<file path="src/hdl/bnet_pkg.sv">
`default_nettype none

package bnet_pkg;

    // Packet geometry
    localparam int PKT_W     = 38;
    localparam int TAG_W     = 11;
    localparam int DEST_W    = 7;
    // Data field fills what is left below the branch bit
    localparam int DATA_W    = PKT_W - TAG_W - DEST_W - 2;

    // Routing tables, indexed by low dest bits only
    localparam int TBL_IDX_W = 6;
    localparam int TBL_DEPTH = 64;
    localparam int N_TABLES  = 3;
    localparam int N_LEAVES  = 4;

    // AXI4-Lite configuration port
    localparam int AXIL_AW = 8;
    localparam int AXIL_DW = 32;
    localparam logic [1:0] RESP_OKAY   = 2'd0;
    localparam logic [1:0] RESP_SLVERR = 2'd2;

    // Same bit positions as the reference packet, br sits at bit 18
    typedef struct packed {
        logic [TAG_W-1:0]  tag;
        logic [DEST_W-1:0] dest;
        logic              spare;
        logic              br;
        logic [DATA_W-1:0] data;
    } bnet_packet_t;

    // Bit i is the next branch bit for low dest bits equal to i
    typedef struct packed {
        logic [TBL_DEPTH-1:0] tbl0;
        logic [TBL_DEPTH-1:0] tbl1;
        logic [TBL_DEPTH-1:0] tbl2;
    } route_tables_t;

    // Master side of the config bus
    typedef struct packed {
        logic [AXIL_AW-1:0]   awaddr;
        logic                 awvalid;
        logic [AXIL_DW-1:0]   wdata;
        logic [AXIL_DW/8-1:0] wstrb;
        logic                 wvalid;
        logic                 bready;
        logic [AXIL_AW-1:0]   araddr;
        logic                 arvalid;
        logic                 rready;
    } axil_req_t;

    // Slave side of the config bus
    typedef struct packed {
        logic               awready;
        logic               wready;
        logic [1:0]         bresp;
        logic               bvalid;
        logic               arready;
        logic [AXIL_DW-1:0] rdata;
        logic [1:0]         rresp;
        logic               rvalid;
    } axil_rsp_t;

endpackage

`default_nettype wire

</file>
<file path="src/hdl/branch_ctrl.sv">
`timescale 1ns/1ps
`default_nettype none

module branch_ctrl (
    input  logic CP,
    input  logic MR,
    input  logic send_in,
    output logic ack_out,
    input  logic br,
    output logic send_out_a,
    output logic send_out_b,
    input  logic ack_in_a,
    input  logic ack_in_b,
    output logic load
);

    // Slot occupancy and the side picked at accept time
    logic full_q;
    logic side_b_q;
    logic taken;

    // Held packet leaves when the chosen side acks
    assign taken = full_q && (side_b_q ? ack_in_b : ack_in_a);

    // Empty slot, or one that drains this cycle, can take a new packet
    assign ack_out = !full_q || taken;
    assign load    = send_in && ack_out;

    // One send at a time, on the latched side only
    assign send_out_a = full_q && !side_b_q;
    assign send_out_b = full_q && side_b_q;

    always_ff @(posedge CP or posedge MR) begin
        if (MR) begin
            full_q   <= 1'b0;
            side_b_q <= 1'b0;
        end else begin
            if (load) begin
                full_q   <= 1'b1;
                // br 0 steers to a, br 1 to b
                side_b_q <= br;
            end else if (taken) begin
                full_q <= 1'b0;
            end
        end
    end

    // Stalled send on a must persist
    a_hold_a: assert property (
        @(posedge CP) disable iff (MR)
        send_out_a && !ack_in_a |=> send_out_a
    );

    // Same for side b
    a_hold_b: assert property (
        @(posedge CP) disable iff (MR)
        send_out_b && !ack_in_b |=> send_out_b
    );

endmodule

`default_nettype wire

</file>
<file path="src/hdl/branch_stage.sv">
`timescale 1ns/1ps
`default_nettype none

module branch_stage (
    input  logic                           CP,
    input  logic                           MR,
    input  bnet_pkg::bnet_packet_t         pkt_in,
    input  logic                           send_in,
    output logic                           ack_out,
    input  logic [bnet_pkg::TBL_DEPTH-1:0] route_tbl,
    output bnet_pkg::bnet_packet_t         pkt_out,
    output logic                           send_out_a,
    output logic                           send_out_b,
    input  logic                           ack_in_a,
    input  logic                           ack_in_b
);

    logic                           load;
    logic [bnet_pkg::TBL_IDX_W-1:0] tbl_idx;
    logic                           next_br;
    bnet_pkg::bnet_packet_t         pkt_next;
    bnet_pkg::bnet_packet_t         pkt_q;

    // Lookup uses the low six dest bits only
    assign tbl_idx = pkt_in.dest[bnet_pkg::TBL_IDX_W-1:0];
    assign next_br = route_tbl[tbl_idx];

    // Merge the table bit in place of br
    always_comb begin
        pkt_next    = pkt_in;
        pkt_next.br = next_br;
    end

    // Incoming br picks the side before it is overwritten
    branch_ctrl u_ctrl (
        .CP         (CP),
        .MR         (MR),
        .send_in    (send_in),
        .ack_out    (ack_out),
        .br         (pkt_in.br),
        .send_out_a (send_out_a),
        .send_out_b (send_out_b),
        .ack_in_a   (ack_in_a),
        .ack_in_b   (ack_in_b),
        .load       (load)
    );

    // Data latch, shared by both outputs
    always_ff @(posedge CP) begin
        if (load) begin
            pkt_q <= pkt_next;
        end
    end

    assign pkt_out = pkt_q;

    // Held packet may not change while its consumer stalls
    a_pkt_stable: assert property (
        @(posedge CP) disable iff (MR)
        (send_out_a && !ack_in_a) || (send_out_b && !ack_in_b)
            |=> $stable(pkt_out)
    );

endmodule

`default_nettype wire

</file>
<file path="src/hdl/route_table_regs.sv">
`timescale 1ns/1ps
`default_nettype none

module route_table_regs (
    input  logic                    CP,
    input  logic                    MR,
    input  bnet_pkg::axil_req_t     axil_req,
    output bnet_pkg::axil_rsp_t     axil_rsp,
    output bnet_pkg::route_tables_t tables
);

    // One table per entry, split in two bus words
    logic [bnet_pkg::N_TABLES-1:0][1:0][bnet_pkg::AXIL_DW-1:0] tbl_q;

    logic                         bvalid_q;
    logic                         rvalid_q;
    logic [1:0]                   bresp_q;
    logic [1:0]                   rresp_q;
    logic [bnet_pkg::AXIL_DW-1:0] rdata_q;
    logic                         wr_fire;
    logic                         ar_fire;
    logic                         wr_hit;
    logic                         rd_hit;

    // Word aligned, below 0x18
    function automatic logic addr_hit(input logic [bnet_pkg::AXIL_AW-1:0] addr);
        return (addr[1:0] == 2'b00) && (addr[bnet_pkg::AXIL_AW-1:5] == '0) &&
               (addr[4:3] < bnet_pkg::N_TABLES);
    endfunction

    // AW and W go together, never while a response is pending
    assign wr_fire = axil_req.awvalid && axil_req.wvalid && !bvalid_q;
    assign ar_fire = axil_req.arvalid && !rvalid_q;
    assign wr_hit  = addr_hit(axil_req.awaddr);
    assign rd_hit  = addr_hit(axil_req.araddr);

    // Write strobes are ignored, every write is a full word
    always_ff @(posedge CP or posedge MR) begin
        if (MR) begin
            tbl_q <= '0;
        end else if (wr_fire && wr_hit) begin
            tbl_q[axil_req.awaddr[4:3]][axil_req.awaddr[2]] <= axil_req.wdata;
        end
    end

    // Handshake flags
    always_ff @(posedge CP or posedge MR) begin
        if (MR) begin
            bvalid_q <= 1'b0;
            rvalid_q <= 1'b0;
        end else begin
            if (wr_fire) begin
                bvalid_q <= 1'b1;
            end else if (axil_req.bready) begin
                bvalid_q <= 1'b0;
            end
            if (ar_fire) begin
                rvalid_q <= 1'b1;
            end else if (axil_req.rready) begin
                rvalid_q <= 1'b0;
            end
        end
    end

    // Response payloads
    always_ff @(posedge CP) begin
        if (wr_fire) begin
            bresp_q <= wr_hit ? bnet_pkg::RESP_OKAY : bnet_pkg::RESP_SLVERR;
        end
        if (ar_fire) begin
            rresp_q <= rd_hit ? bnet_pkg::RESP_OKAY : bnet_pkg::RESP_SLVERR;
            // Unmapped reads give zero
            rdata_q <= rd_hit ? tbl_q[axil_req.araddr[4:3]][axil_req.araddr[2]] : '0;
        end
    end

    assign axil_rsp.awready = wr_fire;
    assign axil_rsp.wready  = wr_fire;
    assign axil_rsp.bresp   = bresp_q;
    assign axil_rsp.bvalid  = bvalid_q;
    assign axil_rsp.arready = !rvalid_q;
    assign axil_rsp.rdata   = rdata_q;
    assign axil_rsp.rresp   = rresp_q;
    assign axil_rsp.rvalid  = rvalid_q;

    // Tables to the stages, root first
    assign tables.tbl0 = tbl_q[0];
    assign tables.tbl1 = tbl_q[1];
    assign tables.tbl2 = tbl_q[2];

    a_bvalid_hold: assert property (
        @(posedge CP) disable iff (MR)
        bvalid_q && !axil_req.bready |=> bvalid_q && $stable(bresp_q)
    );

    a_rvalid_hold: assert property (
        @(posedge CP) disable iff (MR)
        rvalid_q && !axil_req.rready |=> rvalid_q && $stable(rdata_q)
    );

endmodule

`default_nettype wire

</file>
<file path="src/hdl/branch_tree.sv">
`timescale 1ns/1ps
`default_nettype none

module branch_tree (
    input  logic                                           CP,
    input  logic                                           MR,
    input  bnet_pkg::axil_req_t                            axil_req,
    output bnet_pkg::axil_rsp_t                            axil_rsp,
    input  bnet_pkg::bnet_packet_t                         pkt_in,
    input  logic                                           send_in,
    output logic                                           ack_out,
    output bnet_pkg::bnet_packet_t [bnet_pkg::N_LEAVES-1:0] pkt_out,
    output logic [bnet_pkg::N_LEAVES-1:0]                  send_out,
    input  logic [bnet_pkg::N_LEAVES-1:0]                  ack_in
);

    bnet_pkg::route_tables_t tables;
    // Root to second level
    bnet_pkg::bnet_packet_t  root_pkt;
    logic                    root_send_a;
    logic                    root_send_b;
    logic                    a_ack;
    logic                    b_ack;
    // Second level registers
    bnet_pkg::bnet_packet_t  a_pkt;
    bnet_pkg::bnet_packet_t  b_pkt;

    route_table_regs u_regs (
        .CP (CP), .MR (MR),
        .axil_req (axil_req), .axil_rsp (axil_rsp), .tables (tables)
    );

    branch_stage stage_root (
        .CP (CP), .MR (MR),
        .pkt_in (pkt_in), .send_in (send_in), .ack_out (ack_out),
        .route_tbl (tables.tbl0), .pkt_out (root_pkt),
        .send_out_a (root_send_a), .send_out_b (root_send_b),
        .ack_in_a (a_ack), .ack_in_b (b_ack)
    );

    // Leaves 0 and 1
    branch_stage stage_a (
        .CP (CP), .MR (MR),
        .pkt_in (root_pkt), .send_in (root_send_a), .ack_out (a_ack),
        .route_tbl (tables.tbl1), .pkt_out (a_pkt),
        .send_out_a (send_out[0]), .send_out_b (send_out[1]),
        .ack_in_a (ack_in[0]), .ack_in_b (ack_in[1])
    );

    // Leaves 2 and 3
    branch_stage stage_b (
        .CP (CP), .MR (MR),
        .pkt_in (root_pkt), .send_in (root_send_b), .ack_out (b_ack),
        .route_tbl (tables.tbl2), .pkt_out (b_pkt),
        .send_out_a (send_out[2]), .send_out_b (send_out[3]),
        .ack_in_a (ack_in[2]), .ack_in_b (ack_in[3])
    );

    // Leaf pairs share one register, send_out marks the owner
    assign pkt_out[0] = a_pkt;
    assign pkt_out[1] = a_pkt;
    assign pkt_out[2] = b_pkt;
    assign pkt_out[3] = b_pkt;

endmodule

`default_nettype wire

</file>
<file path="config.mk">
export PLATFORM = sky130hd
export DESIGN_NAME = branch_tree
export DESIGN_NICKNAME = d
export VERILOG_FILES = /design/src/hdl/bnet_pkg.sv /design/src/hdl/branch_ctrl.sv /design/src/hdl/branch_stage.sv /design/src/hdl/route_table_regs.sv /design/src/hdl/branch_tree.sv
export SDC_FILE = /design/constraint.sdc
export NUM_CORES = 1
export LEC_CHECK = 0
export CORE_UTILIZATION = 60
export CTS_BUF_LIST = sky130_fd_sc_hd__clkbuf_4 sky130_fd_sc_hd__clkbuf_8
export CTS_CLUSTER_DIAMETER = 40
export CTS_CLUSTER_SIZE = 8
export DETAILED_ROUTE_END_ITERATION = 12
export DONT_BUFFER_PORTS = 1
export HOLD_SLACK_MARGIN = 0.03
export PLACE_DENSITY_LB_ADDON = 0.3
export SKIP_LAST_GASP = 1
export SYNTH_ARGS = -nofsm -noshare
export SYNTH_HDL_FRONTEND = slang
export SYNTH_SLANG_ARGS = --single-unit
export TNS_END_PERCENT = 50
</file>
<file path="constraint.sdc">
create_clock -name CP -period 7.95 [get_ports CP]
set_clock_uncertainty 0.1 [all_clocks]
set_input_delay 1.1925 -clock CP [delete_from_list [all_inputs] [get_ports CP]]
set_output_delay 1.1925 -clock CP [all_outputs]
set_load 0.01 [all_outputs]
</file>
Yosys cells after proc, flatten, opt, wreduce, memory -nomap -nowiden
Cells that the tools add are included.
- $lt $le $gt $ge: 10
- muxes and demuxes: 30
- reduce and logical (&&, ||, !) cells: 42
- operator list (cell ; count):
    192-bit bitwise mux ; 1
    64-bit binary-select mux with 2-bit select ; 1
    64-bit demux with 2-bit select ; 1
    64-bit two-way mux ; 2
    32-bit two-way mux ; 3
    32-bit demux with 1-bit select ; 1
    1-bit logical AND ; 22
    1-bit binary-select mux with 6-bit select ; 3
    1-bit two-way mux ; 16
    6-bit by 7-bit < comparator with 1-bit output (second input constant) ; 2
    2-bit nonzero test ; 5
    1-bit zero test ; 8
    3-bit zero test ; 2
    2-bit by 3-bit < comparator with 1-bit output (second input constant) ; 2
    2-bit zero test ; 2
    1-bit by 2-bit < comparator with 1-bit output (second input constant) ; 2
    2-bit < comparator (second input constant) ; 2
    2-bit two-way mux ; 2
    1-bit logical OR ; 3
    2-bit by 1-bit greater-or-equal comparator with 1-bit output (second input constant) ; 1
    1-bit greater-or-equal comparator (second input constant) ; 1
- flip-flop bits (word level): 350
- input port bits: 102
- output and inout bits: 198
- logic and storage cells: 114

Logic depth before layout (Yosys ltp)
Gate-level depths: netlist of the first run.
- depth in word-level cells: 8
- mapped depth: 8
- depth with buffers taken out: 5

Hierarchy
Synthesis of the first run repeated with hierarchy kept, for this count alone.
- cell total of the unflattened synthesis: 1034
- area total of the unflattened synthesis: 15765.1 µm²
- modules (own cells, without submodules) (module ; times used ; cells each ; area each (µm²) ; sequential area each (µm²)):
    route_table_regs ; 1 ; 670 ; 9796.9 ; 5875.6
    branch_stage ; 3 ; 81 ; 1674.1 ; 1141.1
    branch_tree ; 1 ; 76 ; 570.5 ; 0.0
    branch_ctrl ; 3 ; 15 ; 125.1 ; 50.0

Worst setup path before layout of the first run
Ideal clock, no wire load.
- path kind: input -> register
- start: in ack_in[1] (netlist name)
- end: reg stage_a.u_ctrl.side_b_q
- library setup time: 0.127 ns
- arrival time: 4.757 ns
- required time: 7.723 ns
- setup slack: 2.966 ns
- stages on the path: 3
- path buffers: 0
- path through: mux2i_1 -> a211oi_1 -> mux2_2
- cells in the longest elaborated chain, start to end: 4
- ends and longest elaborated chain (what ; RTL line ; text):
    from (decl) ; branch_tree.sv:14 ; input logic [bnet_pkg::N_LEAVES-1:0] ack_in
    1-bit two-way mux ; branch_ctrl.sv:23 ; assign taken = full_q && (side_b_q ? ack_in_b : ack_in_a);
    1-bit logical AND ; branch_ctrl.sv:23 ;
    1-bit logical OR ; branch_ctrl.sv:26 ; assign ack_out = !full_q || taken;
    1-bit logical AND ; branch_ctrl.sv:27 ; assign load = send_in && ack_out;
    net stage_a.load ; branch_stage.sv:18 ; logic load;
    to (signal assigned) ; branch_ctrl.sv:41 ; side_b_q <= br;
    to (decl) ; branch_ctrl.sv:19 ; logic side_b_q;
The timed path passes the listed nets, and every way through them passes these cells.
A chain may end at the register's enable or synchronous reset.

Worst setup path after layout of the first run
- start: in ack_in[1] (netlist name)
- end: out ack_out
- cells in the longest elaborated chain, start to end: 6
- ends and longest elaborated chain (what ; RTL line ; text):
    1-bit two-way mux ; branch_ctrl.sv:23 ;
    1-bit logical AND ; branch_ctrl.sv:23 ;
    1-bit logical OR ; branch_ctrl.sv:26 ;
    1-bit two-way mux ; branch_ctrl.sv:23 ;
    1-bit logical AND ; branch_ctrl.sv:23 ;
    1-bit logical OR ; branch_ctrl.sv:26 ;
    to (decl) ; branch_tree.sv:11 ; output logic ack_out,
Every way passes these cells.

==> flow_metrics.tcl, run 1 <==
set metrics [dict create \
    finalCritPeriodShare_pct 42.6 \
    clock.fmax_ghz 0.295 \
    core_mm2 0.0260 \
    worstReg2RegStart "stage_root.pkt_out[21]" \
    async_flop_share_pct 57.5 \
    h-tree-depth 2 \
    rrSetupSlack_ns 4.78 \
    clock_sinks 348 \
    grt_max_degree 127 \
    hold_start "stage_root.pkt_out[37]" \
    rr_endpoint "stage_b.pkt_out[18]" \
    synth-simple-area-share_pct 4.49 \
    dp_hpwl_mm 26.1 \
    ys_types 50 \
    cts_buffers 51 \
    hold_class "flip-flop to flip-flop" \
    grt_overflow 0 \
    ys_warn_count 0 \
    rr_worst_depth 5 \
    cp-end-kind "output pin" \
    fillers 1921 \
    startpoint_type "input port" \
    hold_violations 0 \
    ys_ff_latch 348 \
    drt_pass1_iterations 7 \
    relSlewSlack_pct 19.5 \
    first_iter_violations 878 \
    diodes 0 \
    yosysTopAreaCell "dfrtp_1" \
    power.density_mw_per_mm2 240 \
    ir_drop_v 0.000221 \
    synthMuxAreaShare_pct 23.5 \
    chipWidth_um 165 \
    rows 59 \
    crit_type "input port to output pin" \
    worstMarginPinSlew_ns 1.20 \
    clk_pin_slew_ns 0.06 \
    insertion_delay_ns 0.59 \
    post-cts-setup-buffer-count 0 \
    clk_path_buf_depth 3 \
    track_usage_pct 30.2 \
    yosys-top-cells-count "200 x dfrtp_1, 165 x mux2_2, 148 x edfxtp_1, 86 x buf_4, 47 x mux4_2" \
    detail-route-antenna-nets 0 \
    wl_per_cell_um 30.3 \
    netlist_instances 1056 \
    die_h_um 165 \
    routed_wl_mm 40.7 \
    cp_max_fo 3 \
    postSynthAreaPerCell_um2 15.0 \
    rsz0062_at_grt "no" \
    area.growth.synth_to_final_pct 4.01 \
    io_pins 300 \
    cts_tree "done" \
    drive_gt1_share_pct 35.7 \
    hold_path_end "stage_a.pkt_out[37]" \
    setup-violations-final 0 \
    post-route-min-period_ns 3.38 \
    dieArea_mm2 0.0271 \
    antenna_found_initial 1 \
    grt_pass1_wl_mm 59.4 \
    maxSlewViolCount 0 \
    synth_seq_area_share_pct 59.6 \
    ys.flop_type "dfrtp_1" \
    postLayoutCoreUtil_pct 63.4 \
    synth_area_leaders "dfrtp_1 32%, edfxtp_1 28%, mux2_2 12%" \
    grt_pass1_vias 9233 \
    gp_congestion 0.868 \
    yosysMostFrequentCell "dfrtp_1" \
    netlist_area_mm2 0.0158 \
    cp_data_arrival_time_ns 2.09 \
    synth_compound_area_share_pct 6.03 \
    numPortBuffers 0 \
    synth_fa_ha_area_share_pct 0 \
    p_leak_nw 6.89 \
    vias 9098 \
    synth.top_cell.area_share_pct 31.6 \
    viasPerCell 6.78 \
    outcome "complete, no violations" \
    synth-xor-area-share_pct 0 \
    cts_resized 0 \
    worstPathRequired_ns 6.66 \
    start_util_pct 61.0 \
    synth-edff-count 148 \
    holdPathStages 0 \
    maxCapViolations 0 \
    drc_errors 0 \
    synth_top_family_by_area "multiplexers" \
    nNetsFinal 1072 \
    cts_root_buf "clkbuf_8" \
    holdBufCountCts 0 \
    tns_ns 0 \
]
[registers in the layout, summed over array words and instances (netlist names), 32 cells and up]
register	count
stage_b.pkt_out	38
u_regs.rdata_q	32
stage_a.pkt_out	38
u_regs.tables	192
stage_root.pkt_out	38
[placed cells by master (no fill, tap or decap), types with 2 or more instances in the layout]
cell type    n
nand4_1      2
and4_1       2
a221oi_1    19
nor2b_1      7
a211oi_1     5
a311o_1      2
a311oi_1     4
clkinv_2     2
o211ai_1    23
clkbuf_4    30
nand2b_1     2
mux2_2     165
nand3b_1     3
nand2_1     22
o221ai_1    20
a21oi_1     13
clkbuf_8    55
mux2i_1     36
and2_1       2
nor2_2       2
nor2_4       2
buf_4       11
mux2_4      30
nand2_2      2
mux4_2      47
a22oi_1      6
nand3_1     12
dfrtp_1    200
nor2_1      34
a31oi_1      4
edfxtp_1   148
o21ai_0     14
conb_1       2
nor2b_4      2
inv_1        7
o22ai_1     16
or3_1       34
[area by class of cell]
type,count,area (um2),share of cell area (%)
flip-flops and latches,348,9450,57.3
repair buffers,11,82.6,0.501
clock inverters,5,32.5,0.197
multi-input cells,548,5470,33.2
inverters,10,45.0,0.273
clock buffers,85,982,5.96
well taps,335,419,2.54
[metrics by stage]
stage               instance area (um2)  hold WS [ns]  total power [mW]  setup WS (ns)  cells
finish                            16500         0.346              3.95           4.57   1342
global route                      16500         0.347              4.09           4.47   1342
CTS                               16500         0.346              3.98           4.57   1342
detailed placement                15500         0.330              2.55           4.15   1252
global placement                  15500         0.323              2.54           4.20   1252
floorplan                         15800         0.321              2.52           1.20   1057
[worst max path at each step]
stage / end / slack (ns) / cells after the start / start
floorplan: stage_a.u_ctrl.full_q / 1.20 / 1 / MR
global placement: u_regs.rdata_q[11] / 4.20 / 4 / axil_req[6]
detailed placement: u_regs.rdata_q[11] / 4.15 / 4 / axil_req[6]
CTS: ack_out / 4.57 / 4 / ack_in[1]
global route: ack_out / 4.47 / 4 / ack_in[3]
finish: ack_out / 4.57 / 4 / ack_in[1]
[power breakdown]
group          leakage (nW)  internal, mW  switching, mW
clock network         0.550         0.775          0.661
logic                  2.16        0.0907          0.165
registers              4.18          2.05          0.206
total                  6.89          2.92           1.03
[layer usage]
| layer | part of all wire [%] | GRT usage, % |
|---|---|---|
| met2 | 49 | 49.3 |
| met1 | 38 | 38.7 |
| met3 | 9.4 | 8.49 |
| met4 | 3.1 | 11.1 |
| met5 | 0.032 | 0 |
[critical path, cell delays in order]
cell      delay (ns)
mux2i_1         0.31
nand3b_1        0.12
a21oi_1         0.33
inv_1           0.14
[logic make-up after synthesis]
kind of cell / Yosys count
flip-flops: 348
AND/OR/NAND/NOR: 136
multiplexers: 278
buffers and inverters: 161
other: 1
AO/OA/AOI/OAI: 132
(Power assumes the default switching activity.)
==> inputs of run 2 (changes only) <==
--- a/config.mk
+++ b/config.mk
@@ -5,6 +5,7 @@
 export SDC_FILE = /design/constraint.sdc
 export NUM_CORES = 1
 export LEC_CHECK = 0
+export ABC_AREA = 1
 export CORE_UTILIZATION = 60
 export CTS_BUF_LIST = sky130_fd_sc_hd__clkbuf_4 sky130_fd_sc_hd__clkbuf_8
 export CTS_CLUSTER_DIAMETER = 40
==> constraint.sdc (replaced) <==
create_clock -name CP -period 3.06 [get_ports CP]
set_clock_uncertainty 0.1 [all_clocks]
set_input_delay 0.459 -clock CP [delete_from_list [all_inputs] [get_ports CP]]
set_output_delay 0.459 -clock CP [all_outputs]
set_load 0.01 [all_outputs]
==> run 2 against run 1 <==
  * Core utilization is 3.2 points higher
  * Sequential power rose to 2.7 times the previous value
  * Count of clock-buffer cells in the layout grew 3
  * Cell count is 67% higher
  * Register-to-register slack worse by 4.1 ns
  * Non-clock buffer count grew 109
  * Power increased to 2.9 times the previous value
  * Worst setup slack worse by 3.9 ns
  * First-iteration DRC count rose by 100%
  * Die area is 4.1% higher
  * Via count up 51%
  * Synthesized area grew 4.2%
  * Critical path type is now flip-flop to output pin
  * Critical endpoint unchanged
  * Highest routed layer is now met4
==> flow_metrics.tcl, run 2 <==
set metrics [dict create \
    largest_reg_flops 192 \
    synth-edff-count 148 \
    synth_compound_area_share_pct 4.80 \
    insertion_delay_ns 0.61 \
    async_flop_share_pct 57.5 \
    synth.top_cell.area_share_pct 30.3 \
    internal_power_mw 8.02 \
    worstPathRequired_ns 2.50 \
    yosys-top-cells-count "918 x nand2_1, 209 x nand3_1, 200 x dfrtp_1, 148 x edfxtp_1, 87 x buf_4" \
    finalCritPeriodShare_pct 77.4 \
    io_pins 300 \
    fillers 2112 \
    clk_path_buf_depth 3 \
    wl_met3_mm 6.35 \
    grt_overflow 0 \
    yosysTopAreaCell "dfrtp_1" \
    cp-end-kind "output pin" \
    p_clk_share_pct 36.1 \
    area.growth.synth_to_final_pct 8.85 \
    rrSetupSlack_ns 0.73 \
    ir_drop_v 0.000338 \
    post-route-min-period_ns 2.37 \
    cts_resized 0 \
    rows 60 \
    start_util_pct 61.2 \
    maxCapViolations 0 \
    synth-simple-area-share_pct 29.1 \
    power.density_mw_per_mm2 627 \
    rr_worst_depth 5 \
    dr_wl_met2_mm 23.1 \
    synthMuxAreaShare_pct 0 \
    cp_data_arrival_time_ns 1.81 \
    first_iter_violations 1782 \
    dp_hpwl_mm 31.5 \
    comb_power_share_pct 10.6 \
    postSynthAreaPerCell_um2 8.83 \
    setup-violations-final 0 \
    nNetsFinal 1959 \
    yosysMostFrequentCell "nand2_1" \
    drt_pass1_iterations 6 \
    hold_ws_ns 0.0517 \
    grt_max_degree 67 \
    maxSlewViolCount 0 \
    core_mm2 0.0270 \
    final_cell_mix "918 x nand2_1, 209 x nand3_1, 200 x dfrtp_1, 148 x edfxtp_1, 83 x dlygate4sd3_1" \
    crit_type "flip-flop to output pin" \
    outcome "complete, no violations" \
    power_mw 11.3 \
    grt_pass1_wl_mm 76.7 \
    routed_wl_mm 50.8 \
    p_leak_nw 8.39 \
    cts_root_buf "clkbuf_8" \
    startpoint_type "flip-flop" \
    vias 13700 \
    hold_start "axil_req[4]" \
    ys_warn_count 0 \
    ys_ff_latch 348 \
    synth-xor-area-share_pct 0 \
    hold_path_end "u_regs.rdata_q[31]" \
    synth_area_leaders "dfrtp_1 30%, edfxtp_1 27%, nand2_1 21%" \
    synth_fa_ha_area_share_pct 0 \
    postLayoutCoreUtil_pct 66.7 \
    cts_tree "done" \
    swShare_pct 28.8 \
    wl_met1_mm 19.1 \
    h-tree-depth 2 \
    power.share.sequential_pct 53.3 \
    grt_pass1_vias 13100 \
    track_usage_pct 35.8 \
    hold_violations 0 \
    clock.fmax_ghz 0.422 \
    drive_gt1_share_pct 8.38 \
    netlist_area_mm2 0.0165 \
    drc_errors 0 \
    highest_layer "met4" \
    tns_ns 0 \
    detail-route-antenna-nets 0 \
    rsz0062_at_grt "no" \
    p_switching_mw 3.25 \
    worstReg2RegStart "stage_a.u_ctrl.side_b_q" \
    viasPerCell 6.12 \
    dieArea_mm2 0.0282 \
    wl_per_cell_um 22.7 \
    chipWidth_um 168 \
    numPortBuffers 0 \
    cts_buffers 53 \
    ys_types 26 \
    clk_pin_slew_ns 0.07 \
    worstMarginPinSlew_ns 0.978 \
    die_h_um 168 \
    antenna_found_initial 1 \
    final_common_cell "nand2_1" \
    netlist_instances 1870 \
    hold_class "input port to flip-flop" \
    rr_endpoint "stage_a.pkt_out[32]" \
    cp_max_fo 4 \
    synth_top_family_by_area "simple AND/OR/NAND/NOR gates" \
    gp_congestion 0.902 \
    holdPathStages 3 \
    synth_seq_area_share_pct 57.3 \
    ys.flop_type "dfrtp_1" \
    post-cts-setup-buffer-count 0 \
    relSlewSlack_pct 34.6 \
    clock_sinks 348 \
]
## run 2: changes by cell type after synthesis, moves of 25 or more
cell     before  now
mux4_2       47    0
o22ai_1      16   65
buf_6         1   35
nand2_1      23  918
nand3_1      12  209
mux2_2      165    0
or3_1        35    0
mux2_4       30    0
a21oi_1      14   42
inv_1         8   33
mux2i_1      36    0
## run 2: kinds of logic after synthesis
logic type / count (synthesis)
compound gates: 130
buf+inv: 228
flops: 348
other cells: 1
simple gates: 1163
## run 2: power groups by stage
stage | clock network, mW | logic, mW | registers (mW)
6_report | 4.07 | 1.20 | 6.00
5_1_grt | 4.29 | 1.29 | 6.03
4_1_cts | 4.11 | 1.17 | 5.99
3_5_place_dp | 0 | 1.02 | 6.08
3_3_place_gp | 0 | 0.995 | 6.07
2_1_floorplan | 0 | 1.11 | 5.77
## run 2: per-layer routing
| layer | track usage, % | up-vias |
|---|---|---|
| met5 | 0 | - |
| met4 | 15.8 | 0 |
| met3 | 9.76 | 161 |
| met2 | 56.3 | 1023 |
| met1 | 46.6 | 6522 |
| li1 | - | 6015 |
## run 2: timing repair
item / in CTS / in global routing
setup endpoints to repair: 0 / 0
endpoints found under the hold margin: 273 / 0
hold buffers: 83 / 0
## run 2: cell type report
type / count / area [um2] / share of cell area (%)
diodes: 2 / 5.00 / 0.0279
clock buffers: 88 / 1020 / 5.66
clock inverters: 8 / 118 / 0.655
inverters: 39 / 164 / 0.912
multi-input cells: 1295 / 5600 / 31.2
flip-flops and latches: 348 / 9450 / 52.6
well taps: 341 / 427 / 2.37
repair buffers: 120 / 1180 / 6.59
## run 2: stage by stage
stage	worst slack, ns	cells	area, um2
final	0.691	2241	18000
after global routing	0.614	2240	18000
after CTS	0.712	2239	18000
after detailed placement	0.740	2060	16000
after global placement	0.734	2060	16000
after floorplan	-0.0873	1871	16500
## run 2: worst max path at each step
| stage | start | to | slack, ns | depth (start not counted) |
|---|---|---|---|---|
| 6_report | stage_a.u_ctrl.side_b_q | ack_out | 0.69 | 4 |
| 5_1_grt | stage_a.u_ctrl.side_b_q | ack_out | 0.61 | 4 |
| 4_1_cts | stage_a.u_ctrl.side_b_q | ack_out | 0.71 | 4 |
| 3_5_place_dp | ack_in[2] | stage_b.pkt_out[6] | 0.74 | 5 |
| 3_3_place_gp | ack_in[2] | stage_b.pkt_out[36] | 0.73 | 5 |
| 2_1_floorplan | MR | stage_a.u_ctrl.full_q | -0.09 | 1 |
## run 2: critical path, cell delays in order, from the launching register on
cell and delay, ns:
dfrtp_1 0.43, nor3_1 0.21, nor2_1 0.11, o22ai_1 0.30
inv_1 0.16
